File: config.mk
export PLATFORM = sky130hd
export DESIGN_NAME = carrierLoop
export DESIGN_NICKNAME = d
export VERILOG_FILES = /design/src/hw/loopPkg.sv /design/src/hw/regMapPkg.sv /design/src/hw/gainShift.sv /design/src/hw/lagIntegrator.sv /design/src/hw/loopFilter.sv /design/src/hw/lockDetector.sv /design/src/hw/nco.sv /design/src/hw/loopRegs.sv /design/src/hw/carrierLoop.sv
export SDC_FILE = /design/constraint.sdc
export NUM_CORES = 1
export LEC_CHECK = 0
export BUFFER_PORTS_ARGS = -buffer_cell sky130_fd_sc_hd__buf_4
export CAP_MARGIN = 20
export CORE_MARGIN = 5
export CORE_UTILIZATION = 30
export DETAILED_ROUTE_END_ITERATION = 7
export SLEW_MARGIN = 15
export SYNTH_ARGS = -nofsm -noshare
export SYNTH_HDL_FRONTEND = slang
export SYNTH_SLANG_ARGS = --single-unit
File: constraint.sdc
create_clock -name clk -period 11.2 [get_ports clk]
set_input_delay 2.24 -clock clk [delete_from_list [all_inputs] [get_ports clk]]
set_output_delay 2.24 -clock clk [all_outputs]
set_load 0.02 [all_outputs]
File: src/hw/loopPkg.sv
`default_nettype none

package loopPkg;

    localparam int ERROR_WIDTH = 8;
    localparam int ACC_WIDTH   = 32;   // accumulator and frequency word
    localparam int EXP_WIDTH   = 5;

    // gain exponent that leaves the error unscaled
    localparam int UNITY_EXP = 7;

    typedef logic signed [ERROR_WIDTH-1:0] errorT;
    typedef logic signed [ACC_WIDTH-1:0]   accT;
    typedef logic        [EXP_WIDTH-1:0]   expT;

endpackage

`default_nettype wire

File: src/hw/regMapPkg.sv
`default_nettype none

package regMapPkg;

    localparam int ADDR_WIDTH = 12;
    localparam int DATA_WIDTH = 32;

    // word offsets
    localparam logic [ADDR_WIDTH-1:0] CTRL_ADDR   = 12'h000;
    localparam logic [ADDR_WIDTH-1:0] GAIN_ADDR   = 12'h004;
    localparam logic [ADDR_WIDTH-1:0] LIMIT_ADDR  = 12'h008;
    localparam logic [ADDR_WIDTH-1:0] LOCK_ADDR   = 12'h00C;
    localparam logic [ADDR_WIDTH-1:0] STATUS_ADDR = 12'h010;
    localparam logic [ADDR_WIDTH-1:0] FREQ_ADDR   = 12'h014;

    localparam int INVERT_BIT = 0;
    localparam int ZERO_BIT   = 1;
    localparam int CTRL2_BIT  = 2;

    localparam int LEAD_EXP_LSB = 0;   // gain bits 4..0
    localparam int LAG_EXP_LSB  = 8;   // gain bits 12..8

    localparam int SAT_POS_BIT = 0;
    localparam int SAT_NEG_BIT = 1;
    localparam int LOCKED_BIT  = 2;

    localparam logic [DATA_WIDTH-1:0] LIMIT_RESET = 32'h7FFF_FFFF;

endpackage

`default_nettype wire

File: src/hw/gainShift.sv
`default_nettype none
`timescale 1ns/1ps

module gainShift import loopPkg::*; (
    input  wire errorT error,
    input  wire expT   shiftExp,
    output accT        scaled
);

    accT extended;
    expT rightAmount;
    expT leftAmount;

    assign extended = accT'(error);  // sign extend

    // only one of these is meaningful at a time
    assign rightAmount = expT'(UNITY_EXP) - shiftExp;
    assign leftAmount  = shiftExp - expT'(UNITY_EXP);

    always_comb begin
        if (shiftExp < expT'(UNITY_EXP)) begin
            scaled = extended >>> rightAmount;  // floor division
        end else begin
            scaled = extended << leftAmount;    // top bits drop off
        end
    end

endmodule

`default_nettype wire

File: src/hw/lagIntegrator.sv
`default_nettype none
`timescale 1ns/1ps

module lagIntegrator import loopPkg::*; (
    input  wire logic                 clk,
    input  wire logic                 reset,
    input  wire logic                 clkEn,
    input  wire accT                  lagTerm,
    input  wire logic [ACC_WIDTH-1:0] limit,
    output accT                       accum,
    output logic                      satPos,
    output logic                      satNeg
);

    // one guard bit so the sum never wraps
    logic signed [ACC_WIDTH:0] sum;
    logic signed [ACC_WIDTH:0] upper;
    logic signed [ACC_WIDTH:0] lower;

    assign sum = {accum[ACC_WIDTH-1], accum} + {lagTerm[ACC_WIDTH-1], lagTerm};

    // sign bit of limit is ignored, keeps the window symmetric
    assign upper = {2'b00, limit[ACC_WIDTH-2:0]};
    assign lower = -upper;

    always_ff @(posedge clk or posedge reset) begin
        if (reset) begin
            accum  <= '0;
            satPos <= 1'b0;
            satNeg <= 1'b0;
        end else if (clkEn) begin
            if (sum > upper) begin
                accum  <= upper[ACC_WIDTH-1:0];
                satPos <= 1'b1;
                satNeg <= 1'b0;
            end else if (sum < lower) begin
                accum  <= lower[ACC_WIDTH-1:0];
                satPos <= 1'b0;
                satNeg <= 1'b1;
            end else begin
                accum  <= sum[ACC_WIDTH-1:0];
                satPos <= 1'b0;
                satNeg <= 1'b0;
            end
        end
    end

endmodule

`default_nettype wire

File: src/hw/loopFilter.sv
`default_nettype none
`timescale 1ns/1ps

module loopFilter import loopPkg::*; (
    input  wire logic                 clk,
    input  wire logic                 reset,
    input  wire logic                 clkEn,
    input  wire errorT                error,
    input  wire logic                 invertError,
    input  wire logic                 zeroError,
    input  wire expT                  leadExp,
    input  wire expT                  lagExp,
    input  wire logic [ACC_WIDTH-1:0] limit,
    output accT                       loopFreq,
    output logic                      satPos,
    output logic                      satNeg,
    output errorT                     condError
);

    errorT condNext;
    accT   leadScaled;
    accT   lagScaled;
    accT   leadTerm;
    accT   lagTerm;
    accT   leadDelay;
    accT   accum;

    // -128 negates to itself
    always_comb begin
        if (zeroError) begin
            condNext = '0;
        end else if (invertError) begin
            condNext = -error;
        end else begin
            condNext = error;
        end
    end

    gainShift i_leadShift (
        .error    (condError),
        .shiftExp (leadExp),
        .scaled   (leadScaled)
    );

    gainShift i_lagShift (
        .error    (condError),
        .shiftExp (lagExp),
        .scaled   (lagScaled)
    );

    lagIntegrator i_lagIntegrator (
        .clk     (clk),
        .reset   (reset),
        .clkEn   (clkEn),
        .lagTerm (lagTerm),
        .limit   (limit),
        .accum   (accum),
        .satPos  (satPos),
        .satNeg  (satNeg)
    );

    // four strobes from error to loopFreq
    always_ff @(posedge clk or posedge reset) begin
        if (reset) begin
            condError <= '0;
            leadTerm  <= '0;
            lagTerm   <= '0;
            leadDelay <= '0;
            loopFreq  <= '0;
        end else if (clkEn) begin
            condError <= condNext;
            leadTerm  <= leadScaled;
            lagTerm   <= lagScaled;
            leadDelay <= leadTerm;           // lines up with accum
            loopFreq  <= accum + leadDelay;
        end
    end

endmodule

`default_nettype wire

File: src/hw/lockDetector.sv
`default_nettype none
`timescale 1ns/1ps

module lockDetector import loopPkg::*; #(
    parameter int LOCK_THRESHOLD = 4
) (
    input  wire logic        clk,
    input  wire logic        reset,
    input  wire logic        clkEn,
    input  wire errorT       condError,
    input  wire logic [15:0] lockCount,
    output logic             locked
);

    logic [ERROR_WIDTH-1:0] magnitude;
    logic                   smallError;
    logic [15:0]            runCount;
    logic [15:0]            runNext;

    // -128 reads back as 128 unsigned
    assign magnitude  = condError[ERROR_WIDTH-1] ? -condError : condError;
    assign smallError = (magnitude <= LOCK_THRESHOLD);

    always_comb begin
        if (!smallError) begin
            runNext = '0;
        end else if (runCount == '1) begin
            runNext = runCount;  // stick at max
        end else begin
            runNext = runCount + 16'd1;
        end
    end

    always_ff @(posedge clk or posedge reset) begin
        if (reset) begin
            runCount <= '0;
            locked   <= 1'b0;
        end else if (clkEn) begin
            runCount <= runNext;
            locked   <= (lockCount != '0) && (runNext >= lockCount);
        end
    end

endmodule

`default_nettype wire

File: src/hw/nco.sv
`default_nettype none
`timescale 1ns/1ps

module nco import loopPkg::*; #(
    parameter int PHASE_WIDTH = 12
) (
    input  wire logic             clk,
    input  wire logic             reset,
    input  wire logic             clkEn,
    input  wire accT              freq,
    output logic [PHASE_WIDTH-1:0] phase
);

    logic [ACC_WIDTH-1:0] phaseAcc;

    // wraps mod 2^32, negative freq runs backwards
    always_ff @(posedge clk or posedge reset) begin
        if (reset) begin
            phaseAcc <= '0;
        end else if (clkEn) begin
            phaseAcc <= phaseAcc + freq;
        end
    end

    assign phase = phaseAcc[ACC_WIDTH-1 -: PHASE_WIDTH];

endmodule

`default_nettype wire

File: src/hw/loopRegs.sv
`default_nettype none
`timescale 1ns/1ps

module loopRegs import loopPkg::*, regMapPkg::*; (
    input  wire logic                  clk,
    input  wire logic                  reset,
    input  wire logic                  cs,
    input  wire logic [ADDR_WIDTH-1:0] addr,
    input  wire logic [DATA_WIDTH-1:0] din,
    input  wire logic                  wr0,
    input  wire logic                  wr1,
    input  wire logic                  wr2,
    input  wire logic                  wr3,
    output logic      [DATA_WIDTH-1:0] dout,
    input  wire logic                  satPos,
    input  wire logic                  satNeg,
    input  wire logic                  locked,
    input  wire accT                   loopFreq,
    output logic                       invertError,
    output logic                       zeroError,
    output logic                       ctrl2,
    output expT                        leadExp,
    output expT                        lagExp,
    output logic      [ACC_WIDTH-1:0]  limit,
    output logic      [15:0]           lockCount
);

    logic [DATA_WIDTH-1:0] ctrlReg;
    logic [DATA_WIDTH-1:0] gainReg;
    logic [DATA_WIDTH-1:0] limitReg;
    logic [DATA_WIDTH-1:0] lockReg;
    logic [DATA_WIDTH-1:0] statusWord;
    logic [3:0]            wrLanes;

    assign wrLanes = {wr3, wr2, wr1, wr0};

    // old value with the strobed bytes replaced
    function automatic logic [DATA_WIDTH-1:0] mergeBytes(
        input logic [DATA_WIDTH-1:0] oldValue,
        input logic [DATA_WIDTH-1:0] data,
        input logic [3:0]            lanes
    );
        logic [DATA_WIDTH-1:0] merged;
        merged = oldValue;
        for (int i = 0; i < 4; i++) begin
            if (lanes[i]) begin
                merged[8*i +: 8] = data[8*i +: 8];
            end
        end
        return merged;
    endfunction

    always_ff @(posedge clk or posedge reset) begin
        if (reset) begin
            ctrlReg  <= '0;
            gainReg  <= '0;
            limitReg <= LIMIT_RESET;
            lockReg  <= '0;
        end else if (cs) begin
            case (addr)
                CTRL_ADDR:  ctrlReg  <= mergeBytes(ctrlReg, din, wrLanes);
                GAIN_ADDR:  gainReg  <= mergeBytes(gainReg, din, wrLanes);
                LIMIT_ADDR: limitReg <= mergeBytes(limitReg, din, wrLanes);
                LOCK_ADDR:  lockReg  <= mergeBytes(lockReg, din, wrLanes);
                default: ;  // status and freq are read only
            endcase
        end
    end

    always_comb begin
        statusWord = '0;
        statusWord[SAT_POS_BIT] = satPos;
        statusWord[SAT_NEG_BIT] = satNeg;
        statusWord[LOCKED_BIT]  = locked;
    end

    always_comb begin
        dout = '0;
        if (cs) begin
            case (addr)
                CTRL_ADDR:   dout = ctrlReg;
                GAIN_ADDR:   dout = gainReg;
                LIMIT_ADDR:  dout = limitReg;
                LOCK_ADDR:   dout = lockReg;
                STATUS_ADDR: dout = statusWord;  // live, not latched
                FREQ_ADDR:   dout = loopFreq;
                default:     dout = '0;
            endcase
        end
    end

    assign invertError = ctrlReg[INVERT_BIT];
    assign zeroError   = ctrlReg[ZERO_BIT];
    assign ctrl2       = ctrlReg[CTRL2_BIT];
    assign leadExp     = gainReg[LEAD_EXP_LSB +: EXP_WIDTH];
    assign lagExp      = gainReg[LAG_EXP_LSB +: EXP_WIDTH];
    assign limit       = limitReg;
    assign lockCount   = lockReg[15:0];

endmodule

`default_nettype wire

File: src/hw/carrierLoop.sv
`default_nettype none
`timescale 1ns/1ps

module carrierLoop import loopPkg::*, regMapPkg::*; #(
    parameter int PHASE_WIDTH    = 12,
    parameter int LOCK_THRESHOLD = 4
) (
    input  wire logic                   clk,
    input  wire logic                   reset,
    input  wire logic                   clkEn,
    input  wire errorT                  error,
    input  wire logic                   cs,
    input  wire logic [ADDR_WIDTH-1:0]  addr,
    input  wire logic [DATA_WIDTH-1:0]  din,
    input  wire logic                   wr0,
    input  wire logic                   wr1,
    input  wire logic                   wr2,
    input  wire logic                   wr3,
    output logic      [DATA_WIDTH-1:0]  dout,
    output accT                         loopFreq,
    output logic      [PHASE_WIDTH-1:0] phase,
    output logic                        satPos,
    output logic                        satNeg,
    output logic                        locked,
    output logic                        ctrl2,
    output logic      [15:0]            lockCount
);

    logic                 invertError;
    logic                 zeroError;
    expT                  leadExp;
    expT                  lagExp;
    logic [ACC_WIDTH-1:0] limit;
    errorT                condError;

    loopRegs i_loopRegs (
        .clk         (clk),
        .reset       (reset),
        .cs          (cs),
        .addr        (addr),
        .din         (din),
        .wr0         (wr0),
        .wr1         (wr1),
        .wr2         (wr2),
        .wr3         (wr3),
        .dout        (dout),
        .satPos      (satPos),
        .satNeg      (satNeg),
        .locked      (locked),
        .loopFreq    (loopFreq),
        .invertError (invertError),
        .zeroError   (zeroError),
        .ctrl2       (ctrl2),
        .leadExp     (leadExp),
        .lagExp      (lagExp),
        .limit       (limit),
        .lockCount   (lockCount)
    );

    loopFilter i_loopFilter (
        .clk         (clk),
        .reset       (reset),
        .clkEn       (clkEn),
        .error       (error),
        .invertError (invertError),
        .zeroError   (zeroError),
        .leadExp     (leadExp),
        .lagExp      (lagExp),
        .limit       (limit),
        .loopFreq    (loopFreq),
        .satPos      (satPos),
        .satNeg      (satNeg),
        .condError   (condError)
    );

    lockDetector #(
        .LOCK_THRESHOLD (LOCK_THRESHOLD)
    ) i_lockDetector (
        .clk       (clk),
        .reset     (reset),
        .clkEn     (clkEn),
        .condError (condError),
        .lockCount (lockCount),
        .locked    (locked)
    );

    nco #(
        .PHASE_WIDTH (PHASE_WIDTH)
    ) i_nco (
        .clk   (clk),
        .reset (reset),
        .clkEn (clkEn),
        .freq  (loopFreq),
        .phase (phase)
    );

endmodule

`default_nettype wire

# Word level (Yosys, flattened, before mapping)
# Index checks and enable logic that the tools add are counted.
# word_totals
out_inout_bits	96
register_bits	347
in_bits	60
# classes
shift	4
reduce_logical	19
order_cmp	6
n_mux	14
addsub	11
n_eq_ne	6
# op_table
cell	n
$pmux W32 S6	1
$mux W32	5
$add A32 B32 Y32	2
$shl A32 B5 Y32	2
$sshr A8 B5 Y32	2
$reduce_and A3 Y1	16
$add A32 B32 Y33	1
$gt A33 B32 Y1	1
$lt A33 B33 Y1	1
$neg A31 Y33	1
$mux W16	2
$eq A12 B4 Y1 const B	2
$eq A12 B5 Y1 const B	2
$mux W8	3
$add A16 B1 Y16 const B	1
$eq A16 B16 Y1 const B	1
$ge A16 B16 Y1	1
$neg A8 Y8	2
$reduce_bool A16 Y1	1
$eq A12 B3 Y1 const B	1
$logic_not A12 Y1	1
$lt A5 B3 Y1 const B	2
$sub A3 B5 Y5 const A	2
$sub A5 B3 Y5 const B	2
3 further kinds	5

# Logic depth before layout (Yosys ltp)
# Gate-level depths: netlist (run 1).
# logic_depth
ltp_word	6
depth_mapped	24

# By module
# From an unflattened synthesis (run 1), not the netlist that was laid out.
# hier_totals
cells_unflattened	2671
hier_area_um2	26336.5
# modules_own_cells
module	seq_area_each_um2	instances	area_each_um2	cells_each
loopFilter	3403.3	1	6772.7	549
loopRegs	3241.9	1	6655.1	509
lagIntegrator	850.8	1	5739.3	740
nco	800.8	1	2837.7	303
gainShift	0.0	2	1321.3	179
lockDetector	425.4	1	1689.1	212

# Worst setup path after synthesis (run 1)
# No wires, ideal clock.
# synth_timing
path_type	input-to-output
startpoint	input addr[1]
endpoint	output dout[11]
t_arrival_ps	4135
setup_slack_ps	4825
path_stages	8
required_ps	8960
path_cell_list	nor3_1 nand4_1 nor3_1 clkbuf_1 clkbuf_1 a22oi_1 or2_2 a21oi_1
# synth_via
elab_chain_len	3
word_cells_on_any_way	8
cone_classes	eq/ne: 5; mux: 2; reduce/logical: 1
# synth_rtl
element	line	source
start, declared	carrierLoop.sv:13	input wire logic [ADDR_WIDTH-1:0] addr,
$eq A12 B5 Y1 (tied with other cells)	loopRegs.sv:80	case (addr)
$pmux W32 S6 (*)	loopRegs.sv:80	
$mux W32 (*)	loopRegs.sv:79	if (cs) begin
end, declared	carrierLoop.sv:19	output logic [DATA_WIDTH-1:0] dout,
# Every way passes the cells marked *; elsewhere a longest branch is shown, timed or not.

# Worst setup path in the final report (run 1)
# layout_timing
startpoint	input addr[1]
endpoint	output dout[0]
# Same word-level chain as after synthesis.

==> flow_summary.ini, run 1 <==
[routing]
dr.max_layer_used = met4
drt_wl_total_mm = 77.1
remaining_drc_errors = 6
routedWlPerCell_um = 20.4
antenna_left = 0
firstDrtPassIters = 8
drt-met1-wl_mm = 36.2
dr.first_iter.drc_count = 2193
wl_met3_mm = 4.40
route.vias.total = 20799
avgViaCountPerCell = 5.50
met2_length_mm = 34.9

[status]
violations = DRC
status = finished with violations

[power]
p_total_mw = 6.27
power_density_nw_per_um2 = 224
p_leak_nw = 12.3
max-vdd-ir-drop_mv = 0.165

[sta]
layout_min_cycle_time_ns = 7.59
rsz0062_at_grt = false
slew_violations = 0
worst_slew_pin_slew_ns = 1.14
setup_viol = 0
final-hold-violation-count = 0
finalCritPeriodShare = 0.678
clock_skew_ns = 0.0172
slew-limit-headroom = 0.233
clock.fmax_mhz = 132
fin_setup_tns_ns = 0

[clock_tree]
worstSkewPairLatency_ns = 0.56
cts_made_buffers = 38
clkSlewWorstSetupHoldPaths_ns = 0.06
cts_resized = 0
h-tree-depth = 2
cts_setup_buffers = 0
root_buffer = clkbuf_16
cts_tree = yes
clock-sinks = 347
cts_buffer_depth = 3
postCtsHoldBufs = 0

[global_route]
overflow = 0
grt_pass1_vias = 19909
antenna_found_initial = 1
grt_pass1_wl_mm = 120
grt_max_degree = 147
grtUsageTotal = 0.168

[layout]
fin_util = 0.341
postLayoutCellArea_um2 = 28000
syn_to_final_growth_pct = 13.1
nets = 2926
drive_gt1_frac = 0.211
fillers = 8415
num_antenna_cells = 0

[yosys]
yosysTopAreaCellShare = 0.319
syn_inst = 2631
synth_mux_area_frac = 0.131
synth_fp_nets = 2875
yosysTopAreaCell = dfrtp_1
synth_edf_count = 0
syn-cell-area_um2 = 24800
yosys.area_share.adder = 0.0939
yosysSeqAreaShare = 0.352
synth_common_cells = dfrtp_1, a21oi_1, mux2_2
synth_cell_types = 83
synth_xor_xnor_area_share = 0.0446
synth_area_per_cell_um2 = 9.41
ys_seq_elements = 347
synthTopCellsByArea = dfrtp_1, mux2_2, ha_1
synth_top_flop_cell = dfrtp_1
synth-compound-area-share = 0.202
yosysWarnings = 0
synthArstFlopShare = 1.00
synth_top_family_by_area = compound AO/OA/AOI/OAI gates
synth.most_common_cell = dfrtp_1
synthSimpleGateAreaFrac = 0.128

[placed_design]
gp_congestion = 0.907
dp_hpwl_mm = 58.4
dpl_cell_area_um2 = 26700
port_buffers = 155

[setup_path]
cpMaxStageDelayCell = nor3_2
crit_type = in -> out
path_common_cell = buf_4
worstPathCellList = buf_4, nor3_1, nand4_1, nor3_2, buf_4, and2_1, buf_4, a222oi_1, o21ai_0, a31oi_1, nor2b_1, buf_4
r2r-start = i_loopFilter.i_lagIntegrator.accum[0]$_DFFE_PP0P_
arrival_ns = 5.35
worst_setup_path_start_kind = input port
cpPeakStageDelay_ns = 0.62
required_ns = 8.96
reg2reg_to = i_loopFilter.i_lagIntegrator.accum[11]$_DFFE_PP0P_
r2r.worst_path.cells = 21
rrSetupSlack_ns = 4.74
end_kind = output pin
cp_max_fo = 33

[min_path]
hold_depth = 1
whs_endpoint = i_nco.phaseAcc[31]$_DFFE_PP0P_
hp-start = i_nco.phaseAcc[31]$_DFFE_PP0P_
hold_class = reg -> reg

[die]
io_pins = 156
die_y_um = 297
start_util = 0.302
rows = 105
core_um2 = 82000
die_w_um = 297
die_area_um2 = 88400

[flow_run]
cap_violations = 0
-- registers in the layout, indices dropped and copies added, names as in the netlist --
signal                               count
i_loopRegs.lockReg                      32
i_loopRegs.ctrlReg                      32
i_loopFilter.i_lagIntegrator.satPos      1
i_loopFilter.loopFreq                   32
i_lockDetector.locked                    1
i_loopRegs.limit                        32
i_loopFilter.i_lagIntegrator.satNeg      1
i_loopFilter.lagTerm                    32
i_loopFilter.leadTerm                   32
i_loopFilter.i_lagIntegrator.accum      32
i_lockDetector.runCount                 16
i_nco.phaseAcc                          32
i_loopFilter.leadDelay                  32
i_loopFilter.condError                   8
i_loopRegs.gainReg                      32
-- final cells by class --
cell class | instances | area [µm²] | area share
Clock inverter | 18 | 174 | 0.00621
Inverter | 108 | 410 | 0.0147
Multi-Input combinational cell | 2003 | 14900 | 0.531
Clock buffer | 52 | 1040 | 0.0373
Tap cell | 1070 | 1340 | 0.0478
Timing Repair Buffer | 184 | 1430 | 0.0510
Sequential cell | 347 | 8720 | 0.312
-- worst max path at each step --
stage | from | endpoint | depth (start not counted)
after floorplan | reset | i_lockDetector.locked$_DFFE_PP0P_ | 1
after global placement | addr[1] | dout[0] | 12
after detailed placement | addr[1] | dout[0] | 12
after CTS | addr[1] | dout[0] | 12
after global routing | addr[1] | dout[0] | 12
final | addr[1] | dout[0] | 12
-- where the power goes --
part	switching (mW)	internal, mW
clock network	0.555	0.707
registers	0.274	1.47
logic	1.87	1.39
total	2.70	3.57
-- per-layer routing --
layer	vias up	global-route usage
met2	661	0.268
met3	94	0.0204
met1	10224	0.244
li1	9820	-
met5	-	0
met4	0	0.0365
-- worst max-delay path, delay by kind of cell --
family	cells	cell delay, ns
buffers and inverters	4	1.15
AND/OR/NAND/NOR	5	1.52
AO/OA/AOI/OAI	3	0.37
-- cells in the final DEF, fill, tap and decap left out, types with 39 or more instances in the layout --
master	synthesis	final
a21o_1	86	86
a21oi_1	265	265
nand2_1	136	136
dfrtp_1	316	316
xor2_1	41	41
inv_1	108	106
buf_4	29	179
ha_1	181	181
mux2i_1	39	39
o21ai_0	91	91
nor3_1	60	59
nor2_1	201	199
mux2_2	221	221
xnor2_1	85	84
nand3_1	70	70
-- metrics by stage --
step	worst slack, ns	cells	hold slack (ns)
3_5_place_dp	3.62	3709	0.461
5_1_grt	3.36	3782	0.501
4_1_cts	3.61	3779	0.472
6_report	3.61	3782	0.467
2_1_floorplan	4.34	2631	0.443
3_3_place_gp	3.67	3709	0.460
-- logic make-up after synthesis --
kind of cell,Yosys count
multiplexers,278
buffers and inverters,281
XOR/XNOR,126
adder cells (fa/ha/maj),184
AO/OA/AOI/OAI,756
AND/OR/NAND/NOR,659
flip-flops,347
(Power assumes the default switching activity.)
==> inputs of run 2 (changes only) <==
==> constraint.sdc (replaced) <==
create_clock -name clk -period 7.6 [get_ports clk]
set_input_delay 1.52 -clock clk [delete_from_list [all_inputs] [get_ports clk]]
set_output_delay 1.52 -clock clk [all_outputs]
set_load 0.02 [all_outputs]
==> run 2 against run 1 <==
  * The flow still finishes with violations (DRC)
  * Register-to-register slack got worse by 3.4 ns
  * Final cell count is essentially flat
  * Sequential share of layout area about the same
  * Clock power increased by 50%
  * Via count is 1.2% lower
  * Die area unchanged
  * Largest cell class unchanged
  * Largest power group unchanged
==> flow_summary.ini, run 2 (same netlist as run 1, synthesis figures left out) <==
[status]
status = finished with violations
violations = DRC

[global_route]
overflow = 0
grt_max_degree = 162
grtUsageTotal = 0.169
grt_pass1_vias = 19593
grt_pass1_wl_mm = 120
antenna_found_initial = 0

[sta]
slew-limit-headroom = 0.268
setup_viol = 0
slew_violations = 0
clock.fmax_mhz = 160
fin_setup_tns_ns = 0
post-route-worst-setup-slack_ns = 1.36
clock_skew_ns = 0.0187
worst_slew_pin_slew_ns = 1.10
rsz0062_at_grt = false
finalCritPeriodShare = 0.821
fin_hold_ws_ns = 0.481
layout_min_cycle_time_ns = 6.24
final-hold-violation-count = 0

[die]
core_um2 = 82000
start_util = 0.302
die_area_um2 = 88400
rows = 105
die_w_um = 297
io_pins = 156
die_y_um = 297

[clock_tree]
cts_setup_buffers = 0
h-tree-depth = 2
root_buffer = clkbuf_16
cts_buffer_depth = 3
postCtsHoldBufs = 0
cts_resized = 0
clkSlewWorstSetupHoldPaths_ns = 0.06
cts_tree = yes
clock-sinks = 347
cts_made_buffers = 39
worstSkewPairLatency_ns = 0.56

[routing]
antenna_left = 0
dr.first_iter.drc_count = 1976
drt_wl_total_mm = 77.5
avgViaCountPerCell = 5.44
route.vias.total = 20554
routedWlPerCell_um = 20.5
remaining_drc_errors = 11
firstDrtPassIters = 8

[setup_path]
worstPathCellList = ha_1, fa_1, a21oi_2, o31ai_2, o311a_1, o21ai_0, a31o_2, o21ai_0, xnor2_1, ha_1, a21o_1, a21o_1, a21o_1, a21o_1, a221o_1, a211oi_1, a221o_1, a21o_1, buf_4, and2_1, o221ai_1
cp_max_fo = 36
worst_setup_path_start_kind = flip-flop
required_ns = 8.01
cpPeakStageDelay_ns = 0.48
crit_family = compound AO/OA/AOI/OAI gates
end_kind = flip-flop
critPathBufInv = 1
crit_type = reg -> reg
cpMaxStageDelayCell = buf_4
path_common_cell = a21o_1
arrival_ns = 6.65

[flow_run]
cap_violations = 0

[layout]
syn_to_final_growth_pct = 13.2
final_common_cell = dfrtp_1
drive_gt1_frac = 0.210
postLayoutCellArea_um2 = 28000
final_cell_mix = dfrtp_1, a21oi_1, mux2_2
nets = 2924

[placed_design]
pre_cts_ws_ns = 1.57
gp_congestion = 0.915
port_buffers = 155
dp_hpwl_mm = 58.7
dpl_cell_area_um2 = 26700

[power]
max-vdd-ir-drop_mv = 0.335
power_density_nw_per_um2 = 332
p_leak_nw = 12.3
p_total_mw = 9.29

[min_path]
hold_class = reg -> reg
run 2: cell types whose count changed in the layout (fill, tap and decap cells not counted), moves of 2 or more:
cell,previous run,this run
clkbuf_8,4,12
clkbuf_16,38,40
clkinv_4,2,0
bufinv_16,2,0
clkinv_2,9,5
run 2: area by class of cell:
type,count,area (µm²)
inverter,108,410
sequential,347,8720
fill,8492,54000
tap,1070,1340
clock buffer,63,1210
multi-input combinational,2003,14900
timing repair buffer,181,1390
antenna,1,2.50
clock inverter,8,60.1
run 2: final timing paths:
path | to | slack [ns] | start | cells past startpoint
min in group asynchronous | i_loopFilter.condError[7]$_DFFE_PP0P_ | 1.13 | reset | 2
min | i_nco.phaseAcc[31]$_DFFE_PP0P_ | 0.48 | i_nco.phaseAcc[31]$_DFFE_PP0P_ | 1
min reg2reg | i_nco.phaseAcc[31]$_DFFE_PP0P_ | 0.48 | i_nco.phaseAcc[31]$_DFFE_PP0P_ | 1
max in group asynchronous | i_loopRegs.limit[12]$_DFFE_PP1P_ | 4.75 | reset | 4
max | i_loopFilter.i_lagIntegrator.accum[11]$_DFFE_PP0P_ | 1.36 | i_loopFilter.i_lagIntegrator.accum[0]$_DFFE_PP0P_ | 21
max reg2reg | i_loopFilter.i_lagIntegrator.accum[11]$_DFFE_PP0P_ | 1.36 | i_loopFilter.i_lagIntegrator.accum[0]$_DFFE_PP0P_ | 21
run 2: report_power, final:
part,switching [mW],internal [mW]
logic,2.80,2.05
clock network,0.804,1.09
registers,0.382,2.16
total,3.99,5.31
run 2: through the flow:
step,instances,utilization
after CTS,3779,0.341
after detailed placement,3708,0.326
after global routing,3780,0.342
after global placement,3708,0.326
after floorplan,2631,-
final,3781,0.342
run 2: layer usage:
layer | wire length (µm) | share of wire | track usage
met5 | 0 | 0 | 0
met2 | 35600 | 0.46 | 0.270
met1 | 35300 | 0.46 | 0.236
met3 | 4190 | 0.054 | 0.0247
met4 | 2460 | 0.032 | 0.0534
run 2: worst reg2reg max path, stage by stage (launching register included):
cell and delay (ns):
dfrtp_1 0.40, ha_1 0.23, fa_1 0.43, a21oi_2 0.19, o31ai_2 0.11, o311a_1 0.40
o21ai_0 0.38, a31o_2 0.26, o21ai_0 0.12, xnor2_1 0.32, ha_1 0.32, a21o_1 0.17
a21o_1 0.17, a21o_1 0.17, a21o_1 0.18, a221o_1 0.36, a211oi_1 0.22, a221o_1 0.31
a21o_1 0.38, buf_4 0.48, and2_1 0.35, o221ai_1 0.16
